### src/logic/eth_pktbuf_pkg.sv
// ethernet packet buffer package with widths, word types, host address map and ring size
`default_nettype none

package eth_pktbuf_pkg;

  // datapath geometry
  localparam int data_width      = 64;
  localparam int bytes_per_word  = data_width / 8;
  localparam int word_lsb        = $clog2(bytes_per_word);
  localparam int slot_count      = 2;
  localparam int pkt_bytes       = 256;
  // 32 words per slot
  localparam int mem_words       = pkt_bytes / bytes_per_word;
  localparam int byte_addr_width = $clog2(pkt_bytes);
  localparam int word_addr_width = $clog2(mem_words);

  typedef logic [data_width-1:0]      data_t;
  typedef logic [bytes_per_word-1:0]  mask_t;
  typedef logic [byte_addr_width-1:0] byte_addr_t;
  // one extra bit so a full 256 byte packet fits
  typedef logic [byte_addr_width:0]   pkt_size_t;
  typedef logic [$clog2(slot_count)-1:0] slot_ptr_t;
  // region in [9:8], offset in [7:0]
  typedef logic [byte_addr_width+1:0] host_addr_t;

  // host regions, region 3 unused
  localparam logic [1:0] region_csr = 2'd0;
  localparam logic [1:0] region_tx  = 2'd1;
  localparam logic [1:0] region_rx  = 2'd2;

  // csr offsets inside region_csr
  localparam byte_addr_t csr_status  = 8'h00;
  localparam byte_addr_t csr_tx_size = 8'h08;
  localparam byte_addr_t csr_tx_send = 8'h10;
  localparam byte_addr_t csr_rx_size = 8'h18;
  localparam byte_addr_t csr_rx_ack  = 8'h20;

  // what the read mux returns one cycle after a host read
  typedef logic [1:0] rsel_t;
  localparam rsel_t rsel_status  = 2'd0;
  localparam rsel_t rsel_rx_size = 2'd1;
  localparam rsel_t rsel_rx_data = 2'd2;
  localparam rsel_t rsel_none    = 2'd3;

endpackage

`default_nettype wire
### src/logic/host_decode.sv
// host access decoder, maps one bus access onto buffer strobes, csr pulses and a read select
`default_nettype none

module host_decode
  import eth_pktbuf_pkg::*;
(
  input  logic       host_v_i,
  input  logic       host_w_i,
  input  host_addr_t host_addr_i,
  input  data_t      host_wdata_i,
  input  mask_t      host_wmask_i,
  // transmit buffer write side
  output logic       tx_wvalid_o,
  output byte_addr_t tx_waddr_o,
  output data_t      tx_wdata_o,
  output mask_t      tx_wmask_o,
  output logic       tx_wsize_valid_o,
  output pkt_size_t  tx_wsize_o,
  output logic       tx_send_o,
  // receive buffer read side
  output logic       rx_rvalid_o,
  output byte_addr_t rx_raddr_o,
  output logic       rx_ack_o,
  // read mux
  output rsel_t      rsel_o,
  output logic       rsel_valid_o,
  output logic       err_set_o,
  output logic       err_clr_o
);

  logic [1:0] region;
  byte_addr_t offset;
  logic       misaligned;
  logic       is_rd;
  logic       is_wr;

  assign region     = host_addr_i[byte_addr_width+1:byte_addr_width];
  assign offset     = host_addr_i[byte_addr_width-1:0];
  // buffers are word addressed, low byte bits must be zero
  assign misaligned = (offset[word_lsb-1:0] != '0);
  assign is_rd      = host_v_i & ~host_w_i;
  assign is_wr      = host_v_i & host_w_i;

  // payload goes straight through, strobes qualify it
  assign tx_waddr_o   = offset;
  assign tx_wdata_o   = host_wdata_i;
  assign tx_wmask_o   = host_wmask_i;
  assign tx_wsize_o   = host_wdata_i[$bits(pkt_size_t)-1:0];
  assign rx_raddr_o   = offset;
  // every read gets a response, even to unmapped spots
  assign rsel_valid_o = is_rd;

  always_comb begin
    tx_wvalid_o      = 1'b0;
    tx_wsize_valid_o = 1'b0;
    tx_send_o        = 1'b0;
    rx_rvalid_o      = 1'b0;
    rx_ack_o         = 1'b0;
    err_set_o        = 1'b0;
    err_clr_o        = 1'b0;
    rsel_o           = rsel_none;
    if (host_v_i) begin
      if ((region == region_tx || region == region_rx) && misaligned) begin
        // unaligned buffer access, drop it and flag
        err_set_o = 1'b1;
      end else if (region == region_tx) begin
        tx_wvalid_o = host_w_i;
      end else if (region == region_rx) begin
        rx_rvalid_o = is_rd;
        rsel_o      = is_rd ? rsel_rx_data : rsel_none;
      end else if (region == region_csr && is_wr) begin
        err_clr_o        = (offset == csr_status);
        tx_wsize_valid_o = (offset == csr_tx_size);
        tx_send_o        = (offset == csr_tx_send);
        rx_ack_o         = (offset == csr_rx_ack);
      end else if (region == region_csr) begin
        if (offset == csr_status) begin
          rsel_o = rsel_status;
        end else if (offset == csr_rx_size) begin
          rsel_o = rsel_rx_size;
        end
      end
    end
    // region 3 has nothing behind it
    assert #0 (!(host_v_i && region == 2'd3))
      else $error("host access to unused region 3");
  end

endmodule

`default_nettype wire

### config.mk
export PLATFORM = sky130hd
export DESIGN_NAME = host_decode
export DESIGN_NICKNAME = d
export VERILOG_FILES = /design/src/logic/eth_pktbuf_pkg.sv /design/src/logic/host_decode.sv
export SDC_FILE = /design/constraint.sdc
export NUM_CORES = 1
export LEC_CHECK = 0
export BUFFER_PORTS_ARGS = -buffer_cell sky130_fd_sc_hd__buf_2
export CORE_AREA = 2 2 74 76
export DETAILED_ROUTE_END_ITERATION = 8
export DIE_AREA = 0 0 76 78
export GPL_TIMING_DRIVEN = 0
export REMOVE_ABC_BUFFERS = 1
export SETUP_SLACK_MARGIN = 0.3
export SYNTH_ARGS = -nofsm -noshare
export SYNTH_HDL_FRONTEND = slang
export SYNTH_SLANG_ARGS = --single-unit
### constraint.sdc
create_clock -name vclk -period 1
set_clock_uncertainty 0.05 [all_clocks]
set_input_delay 0 -clock vclk [all_inputs]
set_output_delay 0 -clock vclk [all_outputs]
set_load 0.03 [all_outputs]
==> reports/qor.yml <==
vias: 847
p_sw_uw: 671
crit_buf_inv: 3
swShare: 0.666
die-area_sq_um: 5930
dieWidth_um: 76
tightest_slew_ns: 0.790
path_max_fanout: 3
violations: "setup timing"
critPathLaunchType: "primary input"
rsz0062_at_grt: "true"
fmax_ghz: 0.855
grt_pass1_vias: 858
core_sq_um: 5040
drive_gt1_frac: 0.393
p_comb_frac: 1.000
synth_cell_types: 18
synthAdderAreaFrac: 0.0392
ant_nets: 0
outcome: "complete, but fails checks"
seqCellArea_sq_um: 0
die_h_um: 78
clock_power_share: 0
end_kind: "output pin"
synth-compound-area-share: 0.0261
ios: 191
grt_usage: 0.247
synthMuxAreaShare: 0
syn_to_final_growth_pct: 65.9
peakVddDrop_mv: 0.180
timing.hold.worst_endpoint: "rx_raddr_o[7]"
dp_hpwl_mm: 7.36
final_cells: 215
postSynthAreaPerCell_sq_um: 7.60
critPathArrivalTime_ns: 1.12
initial_core_util: 0.190
place_area_sq_um: 507
yosysWarningCount: 0
crit_slowest_cell: "and4bb_4"
wl_mm: 7.76
drc: 0
holdCritStartpoint: "host_addr_i[7]"
io_buffer_count: 38
first_pass_iters: 4
grt_antenna_before_repair: 4
layout_setup_ws_ns: -0.170
crit_family: "simple AND/OR/NAND/NOR gates"
grt_overflow_total: 0
avgViaCountPerCell: 3.94
synth_top_family_by_area: "buffers and inverters"
rows: 26
p_per_area_nw_per_um2: 634
hold_viol: 0
p_int_uw: 336
placed_cells: 137
required_ns: 0.95
yosys.area_share.simple: 0.149
power_leakage_nw: 1.22
nets: 229
grt_start_max_net_pins: 9
synth_xor_area_frac: 0.00915
fin_crit_sh: 1.17
holdCritPathClass: "primary input to output pin"
finalInstanceArea_sq_um: 1590
netlist_instances: 126
path_class: "primary input to output pin"
path_cells: "buf_8, inv_6, ha_4, and4bb_4, nand4_4, nor3b_2, buf_4"
yosysSeqAreaShare: 0
gp_congestion: 1.07
cpPeakStageDelay_ns: 0.36
pwr-share-seq: 0
holdPathStages: 2
syn_area_sq_um: 957
grt_pass1_wl_mm: 9.72
finalCriticalPeriod_ns: 1.17
n_fill_cell: 516
flops_and_latches: 0
n_clock_buffer: 0
finalSetupViolations: 5
finalMaxSlewViolations: 0
max_cap_violations: 0
wl_per_cell_um: 36.1
timing.slew.headroom: 0.473
drt_iter0_drc: 25
## timing repair
item | 4_1_cts | 5_1_grt
gates resized for setup | 29 | 85
setup buffers | 1 | 0
hold endpoints to repair | 81 | 0
endpoints found under the setup margin | 9 | 90
pin swaps | 8 | 8
hold buffers | 72 | 0
## stage by stage
stage	setup slack (ns)	util	TNS [ns]	hold WS [ns]	power (mW)
floorplan	-0.517	-	-1.93	-0.0500	0.0562
global placement	-0.322	0.100	-1.56	-0.0486	0.224
detailed placement	-0.320	0.100	-1.59	-0.0486	0.225
CTS	-0.155	0.267	-1.49	0.251	0.939
global route	-0.204	0.315	-0.838	0.271	1.02
finish	-0.170	0.315	-0.528	0.262	1.01
## final cells by class
| cell class | count | area, sq um | area share |
|---|---|---|---|
| timing repair buffer | 111 | 1150 | 0.727 |
| antenna | 5 | 12.5 | 0.00788 |
| inverter | 4 | 25.0 | 0.0158 |
| tap | 70 | 87.6 | 0.0552 |
| multi-input combinational | 25 | 308 | 0.194 |
## cells by family after synthesis
kind of cell / count (synthesis)
XOR/XNOR: 1
buffers and inverters: 101
AO/OA/AOI/OAI: 3
adder cells (fa/ha/maj): 3
AND/OR/NAND/NOR: 18
## synth_stat cells
cell,instances,area (sq um)
a211o_1,1,8.76
a32oi_1,1,8.76
and4_2,1,10.0
and4bb_4,1,16.3
buf_4,97,728
ha_1,3,37.5
inv_1,4,15.0
nand3b_1,1,7.51
nand4_1,2,12.5
nand4_2,1,12.5
nor2_1,4,15.0
nor3_1,1,5.00
nor3_2,2,20.0
nor3b_1,3,22.5
nor4_1,1,6.26
nor4b_2,1,15.0
o31ai_1,1,7.51
xor2_1,1,8.76
## cell usage in the layout (no fill, tap or decap)
cell            instances
and4bb_4                1
nand4_1                 2
nor3b_2                 3
ha_4                    3
buf_2                  26
buf_4                   8
nor3_2                  1
nor3_4                  2
buf_6                   3
a32oi_1                 1
nand4_4                 1
inv_1                   2
buf_8                   2
dlymetal6s4s_1         71
diode_2                 5
o31ai_4                 1
xor2_1                  1
nor4_1                  1
and4_4                  1
a211o_1                 1
nor4b_2                 1
dlymetal6s2s_1          1
nor2_1                  4
inv_6                   2
nand3b_1                1
## power groups by stage
stage	clock (mW)	sequential, mW	combinational (mW)
2_1_floorplan	0	0	0.0562
3_3_place_gp	0	0	0.224
3_5_place_dp	0	0	0.225
4_1_cts	0	0	0.939
5_1_grt	0.000000670	0	1.02
6_report	0.000000670	0	1.01
## routing by layer
layer,vias to the layer above,track usage,part of all wire
met5,-,0,0
met4,0,0.153,0.069
met3,24,0.0953,0.096
met2,101,0.432,0.50
met1,381,0.249,0.33
li1,341,-,-
## how the worst max path moves through the flow
stage | start | endpoint | slack [ns] | cells after the start
6_report | host_addr_i[9] | tx_wsize_valid_o | -0.17 | 7
5_1_grt | host_addr_i[9] | tx_wsize_valid_o | -0.20 | 7
4_1_cts | host_addr_i[9] | rsel_o[0] | -0.16 | 7
3_5_place_dp | host_addr_i[8] | tx_wsize_valid_o | -0.32 | 7
3_3_place_gp | host_addr_i[8] | tx_send_o | -0.32 | 7
2_1_floorplan | host_addr_i[8] | tx_send_o | -0.52 | 5
(Power assumes the default switching activity.)
