### src/logic/eth_pktbuf_pkg.sv
// ethernet packet buffer package with widths, word types, host address map and ring size
`default_nettype none

package eth_pktbuf_pkg;

  // datapath geometry
  localparam int data_width      = 64;
  localparam int bytes_per_word  = data_width / 8;
  localparam int word_lsb        = $clog2(bytes_per_word);
  localparam int slot_count      = 2;
  localparam int pkt_bytes       = 256;
  // 32 words per slot
  localparam int mem_words       = pkt_bytes / bytes_per_word;
  localparam int byte_addr_width = $clog2(pkt_bytes);
  localparam int word_addr_width = $clog2(mem_words);

  typedef logic [data_width-1:0]      data_t;
  typedef logic [bytes_per_word-1:0]  mask_t;
  typedef logic [byte_addr_width-1:0] byte_addr_t;
  // one extra bit so a full 256 byte packet fits
  typedef logic [byte_addr_width:0]   pkt_size_t;
  typedef logic [$clog2(slot_count)-1:0] slot_ptr_t;
  // region in [9:8], offset in [7:0]
  typedef logic [byte_addr_width+1:0] host_addr_t;

  // host regions, region 3 unused
  localparam logic [1:0] region_csr = 2'd0;
  localparam logic [1:0] region_tx  = 2'd1;
  localparam logic [1:0] region_rx  = 2'd2;

  // csr offsets inside region_csr
  localparam byte_addr_t csr_status  = 8'h00;
  localparam byte_addr_t csr_tx_size = 8'h08;
  localparam byte_addr_t csr_tx_send = 8'h10;
  localparam byte_addr_t csr_rx_size = 8'h18;
  localparam byte_addr_t csr_rx_ack  = 8'h20;

  // what the read mux returns one cycle after a host read
  typedef logic [1:0] rsel_t;
  localparam rsel_t rsel_status  = 2'd0;
  localparam rsel_t rsel_rx_size = 2'd1;
  localparam rsel_t rsel_rx_data = 2'd2;
  localparam rsel_t rsel_none    = 2'd3;

endpackage

`default_nettype wire
### src/logic/host_read_mux.sv
// host read return path, one cycle read data and the sticky alignment error
`default_nettype none

module host_read_mux
  import eth_pktbuf_pkg::*;
(
  input  logic      clk_i,
  input  logic      rst_i,
  input  rsel_t     rsel_i,
  input  logic      rsel_valid_i,
  input  logic      err_set_i,
  input  logic      err_clr_i,
  input  logic      rx_avail_i,
  input  logic      tx_req_i,
  input  pkt_size_t rx_rsize_i,
  input  data_t     rx_rdata_i,
  output data_t     host_rdata_o,
  output logic      host_rvalid_o
);

  rsel_t      rsel_r;
  logic       rvalid_r;
  logic       err_r;
  // bit 2 error, bit 1 tx free, bit 0 rx available
  logic [2:0] status_r;
  pkt_size_t  rsize_r;

  always_ff @(posedge clk_i) begin
    if (rst_i) begin
      rsel_r   <= rsel_none;
      rvalid_r <= 1'b0;
      err_r    <= 1'b0;
    end else begin
      rsel_r   <= rsel_valid_i ? rsel_i : rsel_none;
      rvalid_r <= rsel_valid_i;
      // set beats clear
      if (err_set_i) begin
        err_r <= 1'b1;
      end else if (err_clr_i) begin
        err_r <= 1'b0;
      end
    end
  end

  // levels as seen in the read cycle
  always_ff @(posedge clk_i) begin
    if (rsel_valid_i) begin
      status_r <= {err_r, tx_req_i, rx_avail_i};
      rsize_r  <= rx_rsize_i;
    end
  end

  always_comb begin
    case (rsel_r)
      rsel_status:  host_rdata_o = data_t'(status_r);
      rsel_rx_size: host_rdata_o = data_t'(rsize_r);
      // already registered inside the rx buffer
      rsel_rx_data: host_rdata_o = rx_rdata_i;
      default:      host_rdata_o = '0;
    endcase
  end

  assign host_rvalid_o = rvalid_r;

endmodule

`default_nettype wire

### config.mk
export PLATFORM = sky130hd
export DESIGN_NAME = host_read_mux
export DESIGN_NICKNAME = d
export VERILOG_FILES = /design/src/logic/eth_pktbuf_pkg.sv /design/src/logic/host_read_mux.sv
export SDC_FILE = /design/constraint.sdc
export NUM_CORES = 1
export LEC_CHECK = 0
export BUFFER_PORTS_ARGS = -buffer_cell sky130_fd_sc_hd__buf_2
export CORE_UTILIZATION = 27
export CTS_CLUSTER_SIZE = 25
export DETAILED_ROUTE_END_ITERATION = 8
export PLACE_DENSITY = 0.77
export SETUP_SLACK_MARGIN = 0.3
export SYNTH_ARGS = -nofsm -noshare
export SYNTH_HDL_FRONTEND = slang
export SYNTH_SLANG_ARGS = --single-unit
### constraint.sdc
create_clock -name clk_i -period 1 [get_ports clk_i]
set_input_delay 0.15 -clock clk_i [delete_from_list [all_inputs] [get_ports clk_i]]
set_output_delay 0.15 -clock clk_i [all_outputs]
set_load 0.05 [all_outputs]
==> flow_metrics.tcl, run 1 <==
set metrics [dict create \
    cp_slowest_cell "dfxtp_4" \
    p_leak_nw 1.351 \
    die_w_um 63 \
    max-slew-margin-rel_pct 82.23 \
    cts_buffer_depth 2 \
    grt_usage_pct 21.92 \
    grt_pass1_vias 1361 \
    setup_viol 64 \
    stdcell_area_um2 2719 \
    areaGrowthSynthToFinish_pct 170.6 \
    synth_cells 98 \
    grt_setup_unrepaired "true" \
    power.density_nw_per_um2 802.7 \
    hp-class "input port to register" \
    die_h_um 63 \
    crit_type "register to output port" \
    ys_types 15 \
    globalRoute.totalOverflow 0 \
    dr.pass1.iters 4 \
    slew_violations 0 \
    start_util_pct 29.19 \
    power.total_mw 2.182 \
    antenna_found_initial 0 \
    critPathLaunchType "register" \
    ir_drop_uv 946.8 \
    clock-sinks 16 \
    violations "setup timing" \
    routed_wl_um 4558 \
    vias 1298 \
    worstPathBufferInverterCount 2 \
    cp_cell_sequence "nor2b_4, clkbuf_16, and2_4, buf_8" \
    drv_cap 0 \
    synthTopCellsByArea "edfxtp_1 (36%), and2_1 (29%), dfxtp_1 (8.0%)" \
    fin_skew_ns 0.00002837 \
    dp_hpwl_um 3010 \
    ios 147 \
    grt_pass1_wl_um 6603 \
    period_minus_slack_ns 1.487 \
    n_antenna_cell 0 \
    worstMarginPinSlew_ns 0.2592 \
    cts_buffers 3 \
    dpl_cell_area_um2 2026 \
    final_nets 333 \
    ys_ff_latch 16 \
    antenna_left 0 \
    dp.cells 291 \
    place_congestion 0.7232 \
    end_kind "output port" \
    crit_required_ns 0.85 \
    avgSynthCellArea_um2 10.25 \
    fmax_mhz 672.6 \
    dr.first_iter.drc_count 15 \
    setup_ws_ns -0.4867 \
    cts.htree.levels 1 \
    grt_max_degree 35 \
    finalHoldWorstSlack_ns 0.07249 \
    rows 21 \
    synth.largest_area_cell "edfxtp_1" \
    r2r_slack_ns 0.41 \
    fin_crit_sh_pct 148.7 \
    hold_viol 0 \
    port_buffers 146 \
    synth_seq_area_share_pct 43.84 \
    drc 0 \
    cts_root_buf "clkbuf_8" \
    dieArea_um2 3969 \
    synth_area_um2 1005 \
    drive_above_1_share_pct 90.40 \
    cts_tree "done" \
    cp_max_fo 17 \
    clk_pin_slew_ns 0.06 \
    postCtsHoldBufs 0 \
    run_status "complete, but fails checks" \
    setup_tns_ns -29.28 \
    arrival_ns 1.34 \
    fill_cells 228 \
    clkLatencyLatePin_ns 0.24 \
    core_um2 3442 \
    post_drt_wl_per_cell_um 15.40 \
    synth_fp_nets 180 \
    ys_warn_count 0 \
    synth_top_area_share_pct 35.87 \
    fin_cells 296 \
    path_delay_family "simple AND/OR/NAND/NOR gates" \
    max_stage_delay_ns 0.34 \
    vias_per_cell 4.385 \
]
registers in the layout (all words and copies together) (netlist names):
signal         cells
err_r              1
host_rvalid_o      1
rsel_r             2
rsize_r            9
status_r           3
timing repair:
| action | CTS | global route |
|---|---|---|
| pin swaps | 0 | 1 |
| setup buffers | 0 | 0 |
| gates resized for setup | 182 | 7 |
| gates cloned | 0 | 1 |
| setup endpoints to repair | 65 | 65 |
layout by cell type, fill, tap and decap left out:
master	netlist	layout
a21oi_1	1	1
inv_1	1	1
edfxtp_1	12	12
dfxtp_4	0	1
a22o_2	4	5
clkbuf_16	0	1
buf_8	0	57
a22o_4	0	1
buf_4	0	6
buf_2	0	81
clkinv_1	0	1
o2bb2ai_4	0	3
and2_2	8	6
and2_4	0	49
clkbuf_8	0	3
nor2b_4	0	1
nor2b_1	2	2
nand2b_1	3	3
buf_6	2	8
dfxtp_1	4	1
dfxtp_2	0	2
buf_12	0	2
mux2i_1	3	3
kinds of logic (layout without fill, tap and decap cells):
| family | after synthesis | in the layout | share of synthesized area, % |
|---|---|---|---|
| compound gates | 10 | 10 | 8.842 |
| buf+inv | 8 | 160 | 5.105 |
| simple gates | 61 | 61 | 39.23 |
| mux | 3 | 3 | 2.989 |
| flops | 16 | 16 | 43.84 |
worst paths after layout:
kind / startpoint / endpoint / depth (start not counted)
max: rsel_r[1] / host_rdata_o[10] / 4
max reg2reg: err_r / err_r / 2
min: rst_i / err_r / 2
min reg2reg: err_r / status_r[2] / 0
cell type report:
class	count	area (um2)	area share, %
timing repair buffer	155	1461	53.75
multi-input combinational	74	704.4	25.91
sequential	16	446.7	16.43
tap	46	57.56	2.117
clock buffer	3	41.29	1.519
clock inverter	1	3.754	0.1381
inverter	1	3.754	0.1381
worst register-to-register path, stage by stage, from the launching register on:
cell      delay [ns]
dfxtp_1         0.33
nand2b_1        0.07
a21oi_1         0.13
per-layer routing:
layer / up-vias / GRT usage, % / wire length [um]
met5: - / 0 / 0
met4: 0 / 8.721 / 97
met3: 11 / 4.562 / 278
met2: 76 / 43.95 / 2662
met1: 586 / 21.08 / 1519
li1: 625 / - / -
per-stage QoR:
step | util (%) | setup WS [ns]
floorplan | - | -0.2356
global placement | 58.85 | -0.2817
detailed placement | 58.85 | -0.2968
CTS | 77.64 | -0.4791
global route | 78.99 | -0.5279
finish | 78.99 | -0.4867
power by group:
part	total (mW)	internal, mW	switching, mW
logic	0.921	0.443	0.477
registers	0.785	0.765	0.0199
clock network	0.477	0.272	0.205
cells in the mapped netlist:
| library cell | count |
|---|---|
| and2_1 | 47 |
| edfxtp_1 | 12 |
| and2_2 | 8 |
| clkbuf_2 | 5 |
| a22o_2 | 4 |
| dfxtp_1 | 4 |
| mux2i_1 | 3 |
| nand2b_1 | 3 |
| o2bb2ai_1 | 3 |
| a22o_1 | 2 |
| buf_6 | 2 |
| nor2b_1 | 2 |
| a21oi_1 | 1 |
| inv_1 | 1 |
| nor2b_2 | 1 |
Note: power is estimated with default switching activity, not from simulation.
==> run 2, diff against run 1 <==
--- a/config.mk
+++ b/config.mk
@@ -6,10 +6,10 @@
 export NUM_CORES = 1
 export LEC_CHECK = 0
 export BUFFER_PORTS_ARGS = -buffer_cell sky130_fd_sc_hd__buf_2
-export CORE_UTILIZATION = 27
+export CORE_UTILIZATION = 25
 export CTS_CLUSTER_SIZE = 25
 export DETAILED_ROUTE_END_ITERATION = 8
-export PLACE_DENSITY = 0.77
+export PLACE_DENSITY = 0.72
 export SETUP_SLACK_MARGIN = 0.3
 export SYNTH_ARGS = -nofsm -noshare
 export SYNTH_HDL_FRONTEND = slang
==> run 2 against run 1 <==
Compared with the run above:
- the run still ends with setup timing left
- die area increased by 7.7%
- cell count increased by 1.0%
- combinational power shrank 0.5%
- routed wire length down 7.7%
- critical path depth unchanged
- sequential power is 1% higher
- hold slack got worse by 0.00063 ns
- worst setup slack better by 0.021 ns
- clock skew barely moved
- global-route usage down 2.8 points
- utilization down 5.9 points
- largest power group unchanged
- highest routed layer unchanged
==> flow_metrics.tcl, run 2 (same netlist as run 1, synthesis figures left out) <==
set metrics [dict create \
    run_status "complete, but fails checks" \
    violations "setup timing" \
    vias 1289 \
    globalRoute.totalOverflow 0 \
    layout_commonest_cell "buf_2" \
    setup_ws_ns -0.4656 \
    antenna_found_initial 2 \
    drv_cap 0 \
    ir_drop_uv 831.3 \
    grt_pass1_vias 1287 \
    grt_max_degree 38 \
    die_w_um 65.40 \
    drc 0 \
    vias_per_cell 4.311 \
    path_delay_family "flip-flops" \
    cts.htree.levels 1 \
    slew_violations 0 \
    grt_setup_unrepaired "true" \
    fin_crit_sh_pct 146.6 \
    cts_root_buf "clkbuf_8" \
    period_minus_slack_ns 1.466 \
    postCtsHoldBufs 0 \
    cp_max_fo 37 \
    place_congestion 0.7048 \
    grt_util_met2_pct 36.08 \
    worstMarginPinSlew_ns 0.1678 \
    die_h_um 65.40 \
    start_util_pct 26.84 \
    rows 22 \
    post_drt_wl_per_cell_um 14.06 \
    worstPathBufferInverterCount 2 \
    arrival_ns 1.32 \
    dr.first_iter.drc_count 32 \
    cp_slowest_cell "dfxtp_4" \
    areaGrowthSynthToFinish_pct 172.2 \
    fill_cells 259 \
    end_kind "output port" \
    min_from "rst_i" \
    cts_buffers 3 \
    busiest_layer "met2" \
    r2r_slack_ns 0.41 \
    cts_setup_buffers 0 \
    setup_tns_ns -27.94 \
    dieArea_um2 4277 \
    antenna_left 0 \
    crit_type "register to output port" \
    multi_input_area_um2 739.5 \
    core_um2 3744 \
    fmax_mhz 682.3 \
    regMostFlops "rsize_r" \
    r2r_end "err_r" \
    largest_register_ffs 9 \
    holdPathEnd "err_r" \
    routed_wl_um 4205 \
    regArea_um2 446.7 \
    met3_usage_pct 4.514 \
    setup_viol 64 \
    hold_viol 0 \
    clkLatencyLatePin_ns 0.24 \
    whs_path_depth 2 \
    grt_pass1_wl_um 6099 \
    cts_buffer_depth 2 \
    port_buffers 146 \
    final_nets 332 \
    met1_usage_pct 18.80 \
    dr.pass1.iters 2 \
    cp_cell_sequence "nor2b_4, buf_12, a22o_2, buf_8" \
    grt_usage_pct 19.17 \
    ios 147 \
    power.density_nw_per_um2 825.0 \
    hp-class "input port to register" \
    power.total_mw 2.256 \
    r2r_start "err_r" \
    r2r_cells 2 \
    cts_tree "done" \
    p_leak_nw 1.332 \
    crit_required_ns 0.85 \
    top_regs "rsize_r: 9 flops, status_r: 3 flops, rsel_r: 2 flops" \
    max-slew-margin-rel_pct 88.58 \
    clock-sinks 16 \
    mostFrequentLayoutCells "buf_2 (81), buf_8 (54), and2_4 (47)" \
    dp_hpwl_um 2767 \
    fin_skew_ns 0.0004622 \
    max_stage_delay_ns 0.34 \
    critPathLaunchType "register" \
    drive_above_1_share_pct 91.97 \
    clk_pin_slew_ns 0.06 \
]
==> run 2: per-stage QoR <==
stage | worst slack (ns) | utilization (%) | hold WS, ns | area, um2 | instances
finish | -0.4656 | 73.06 | 0.07186 | 2735 | 299
global placement | -0.2685 | 54.18 | 0.3243 | 2028 | 293
CTS | -0.4644 | 71.62 | 0.06706 | 2681 | 297
floorplan | -0.2356 | - | 0.2191 | 1219 | 98
detailed placement | -0.2837 | 54.18 | 0.3238 | 2028 | 293
global route | -0.5111 | 73.06 | 0.06825 | 2735 | 299
==> run 2: per-layer routing <==
metal	up-vias	wire length, um
li1	626	-
met1	568	1398
met2	85	2360
met3	10	368
met4	0	77
met5	-	0
==> run 2: cell type report <==
type                       count  share of cell area, %
sequential                    16                  16.33
antenna                        2                 0.1830
inverter                       1                 0.1372
multi-input combinational     74                  27.04
clock buffer                   4                  2.013
tap                           48                  2.196
timing repair buffer         154                  52.10
==> run 2: what timing repair did <==
action                     CTS  global route
setup endpoints to repair   65            65
resized for setup          181             9
pin swaps                    3             0
==> run 2: where the power goes <==
part | internal (mW) | switching [mW] | total (mW)
Combinational | 0.446 | 0.470 | 0.916
Sequential | 0.766 | 0.0300 | 0.796
Clock | 0.348 | 0.196 | 0.544
Total | 1.56 | 0.696 | 2.26
==> run 2: worst max-delay path by stage <==
stage | to | slack (ns) | depth (start not counted) | start
2_1_floorplan | host_rdata_o[8] | -0.24 | 4 | rsel_r[1]
3_3_place_gp | host_rdata_o[62] | -0.27 | 4 | rsel_r[1]
3_5_place_dp | host_rdata_o[4] | -0.28 | 4 | rsel_r[1]
4_1_cts | host_rdata_o[4] | -0.46 | 4 | rsel_r[1]
5_1_grt | host_rdata_o[6] | -0.51 | 4 | rsel_r[1]
6_report | host_rdata_o[6] | -0.47 | 4 | rsel_r[1]
==> run 3, diff against run 2 <==
--- a/config.mk
+++ b/config.mk
@@ -5,11 +5,10 @@
 export SDC_FILE = /design/constraint.sdc
 export NUM_CORES = 1
 export LEC_CHECK = 0
-export BUFFER_PORTS_ARGS = -buffer_cell sky130_fd_sc_hd__buf_2
 export CORE_UTILIZATION = 25
 export CTS_CLUSTER_SIZE = 25
 export DETAILED_ROUTE_END_ITERATION = 8
-export PLACE_DENSITY = 0.72
+export DONT_BUFFER_PORTS = 1
 export SETUP_SLACK_MARGIN = 0.3
 export SYNTH_ARGS = -nofsm -noshare
 export SYNTH_HDL_FRONTEND = slang
==> run 3 against run 2 <==
Compared with the run above:
- the flow still finishes with violations (setup timing)
- fmax decreased by 0.76%
- sequential share of layout area increased by 8.7 points
- final area decreased by 34%
- total power decreased by 15%
==> flow_metrics.tcl, run 3 (same netlist as run 1, synthesis figures left out) <==
set metrics [dict create \
    combinationalPowerShare_pct 33.3 \
    wl_met2_um 1838 \
    grt_pass1_wl_um 4554 \
    r2r_start "err_r" \
    globalRoute.totalOverflow 0 \
    n_antenna_cell 0 \
    setup_ws_ns -0.4768 \
    regArea_um2 451.7 \
    areaGrowthSynthToFinish_pct 79.83 \
    drv_cap 0 \
    antenna_found_initial 0 \
    power.density_nw_per_um2 1060 \
    cts_buffer_depth 2 \
    hold_viol 0 \
    cts_buffers 3 \
    p_sw_share_pct 31.89 \
    routed_wl_um 3317 \
    power.total_mw 1.915 \
    dpl_cell_area_um2 1538 \
    whs_path_depth 0 \
    r2r_slack_ns 0.42 \
    core_um2 3744 \
    clk_pin_slew_ns 0.06 \
    dieArea_um2 4277 \
    ios 147 \
    vias 839 \
    place_congestion 0.7159 \
    arrival_ns 1.33 \
    clkPwrFrac_pct 25.2 \
    crit_required_ns 0.85 \
    crit_path_end "host_rdata_o[12]" \
    fin_skew_ns 0.003937 \
    grt_max_degree 23 \
    crit_type "register to output port" \
    stdcell_area_um2 1807 \
    dp.cells 159 \
    post_drt_wl_per_cell_um 18.53 \
    grt_usage_pct 14.78 \
    run_status "complete, but fails checks" \
    r2r_end "err_r" \
    fin_cells 179 \
    setup_viol 64 \
    grt_setup_unrepaired "true" \
    fmax_mhz 677.1 \
    top_regs "rsize_r: 9 flops, status_r: 3 flops, rsel_r: 2 flops" \
    p_leak_nw 0.7394 \
    largest_register_ffs 9 \
    port_buffers 0 \
    ir_drop_uv 1025 \
    fin_crit_sh_pct 147.7 \
    drt-met1-wl_um 1168 \
    cts_root_buf "clkbuf_8" \
    p_seq_share_pct 41.5 \
    die_w_um 65.40 \
    period_minus_slack_ns 1.477 \
    antenna_left 0 \
    die_h_um 65.40 \
    final_nets 214 \
    p_switching_uw 610.6 \
    top_layer "met4" \
    postCtsHoldBufs 13 \
    clock-sinks 16 \
    cts_tree "done" \
    violations "setup timing" \
    multi_input_area_um2 733.2 \
    fill_cells 329 \
    end_kind "output port" \
    max-slew-margin-rel_pct 82.17 \
    crit_start "rsel_r[1]" \
    dp_slack_ns -0.2473 \
    slew_violations 0 \
    mostFrequentLayoutCells "and2_4 (47), buf_12 (15), dlygate4sd3_1 (12), edfxtp_1 (12), and2_2 (8)" \
    worstMarginPinSlew_ns 0.2688 \
    cts.htree.levels 1 \
    dr.first_iter.drc_count 16 \
    hp-class "input port to register" \
    cp_max_fo 22 \
    start_util_pct 26.84 \
    critPathLaunchType "register" \
    layout_commonest_cell "and2_4" \
    grt_pass1_vias 891 \
    drive_above_1_share_pct 74.81 \
    regMostFlops "rsize_r" \
    vias_per_cell 4.687 \
    dr.pass1.iters 3 \
    p_int_mw 1.304 \
    r2r_cells 2 \
    dr_wl_met3_um 261 \
    drc 0 \
    rows 22 \
    clkLatencyLatePin_ns 0.25 \
]
==> run 3: changes by cell type in the layout (fill, tap and decap cells not counted), moves of 2 or more <==
cell           before  now
dlygate4sd3_1       0   12
dfxtp_2             2    0
buf_2              81    0
buf_8              54    0
diode_2             2    0
buf_6              11    0
buf_12              2   15
dfxtp_4             1    3
==> run 3: critical path: stages, from the launching register on <==
cell and delay, ns:
dfxtp_4 0.35, nor2b_4 0.19, buf_12 0.17, buf_12 0.13, and2_4 0.23
==> run 3: layout make-up <==
cell class,instances,area share (%)
flip-flops and latches,16,25.00
multi-input cells,74,40.58
well taps,48,3.324
inverters,1,0.2078
repair buffers,36,28.39
clock buffers,4,2.493
==> run 3: per-layer routing <==
layer / up-vias / global-route usage [%]
met2: 67 / 28.48
met1: 381 / 14.87
met4: 0 / 7.337
met3: 4 / 2.778
li1: 387 / -
met5: - / 0
==> run 3: through the flow <==
| stage | hold WS, ns | util [%] | setup TNS, ns |
|---|---|---|---|
| floorplan | 0.2191 | - | -13.40 |
| global placement | 0.2205 | 41.08 | -10.29 |
| detailed placement | 0.2264 | 41.08 | -12.12 |
| CTS | 0.0004208 | 48.13 | -28.69 |
| global route | -0.002094 | 48.26 | -31.03 |
| finish | 0.008238 | 48.26 | -27.71 |
==> run 3: timing repair <==
action,CTS,global route
endpoints found under the setup margin,65,68
buffers inserted,2,0
endpoints found under the hold margin,14,6
gates resized for setup,11,2
cloned,1,0
pin swaps,34,7
==> run 3: worst min-delay path by stage <==
stage / start / endpoint
2_1_floorplan: rst_i / err_r
3_3_place_gp: rst_i / err_r
3_5_place_dp: rst_i / err_r
4_1_cts: rsel_valid_i / status_r[0]
5_1_grt: rsel_valid_i / status_r[0]
6_report: rsel_valid_i / status_r[0]
==> run 3: power groups by stage <==
| stage | Sequential [mW] | Combinational (mW) | Clock, mW |
|---|---|---|---|
| floorplan | 0.802 | 0.454 | 0 |
| global placement | 0.802 | 0.561 | 0 |
| detailed placement | 0.804 | 0.567 | 0 |
| CTS | 0.795 | 0.641 | 0.503 |
| global route | 0.799 | 0.660 | 0.517 |
| finish | 0.794 | 0.637 | 0.483 |
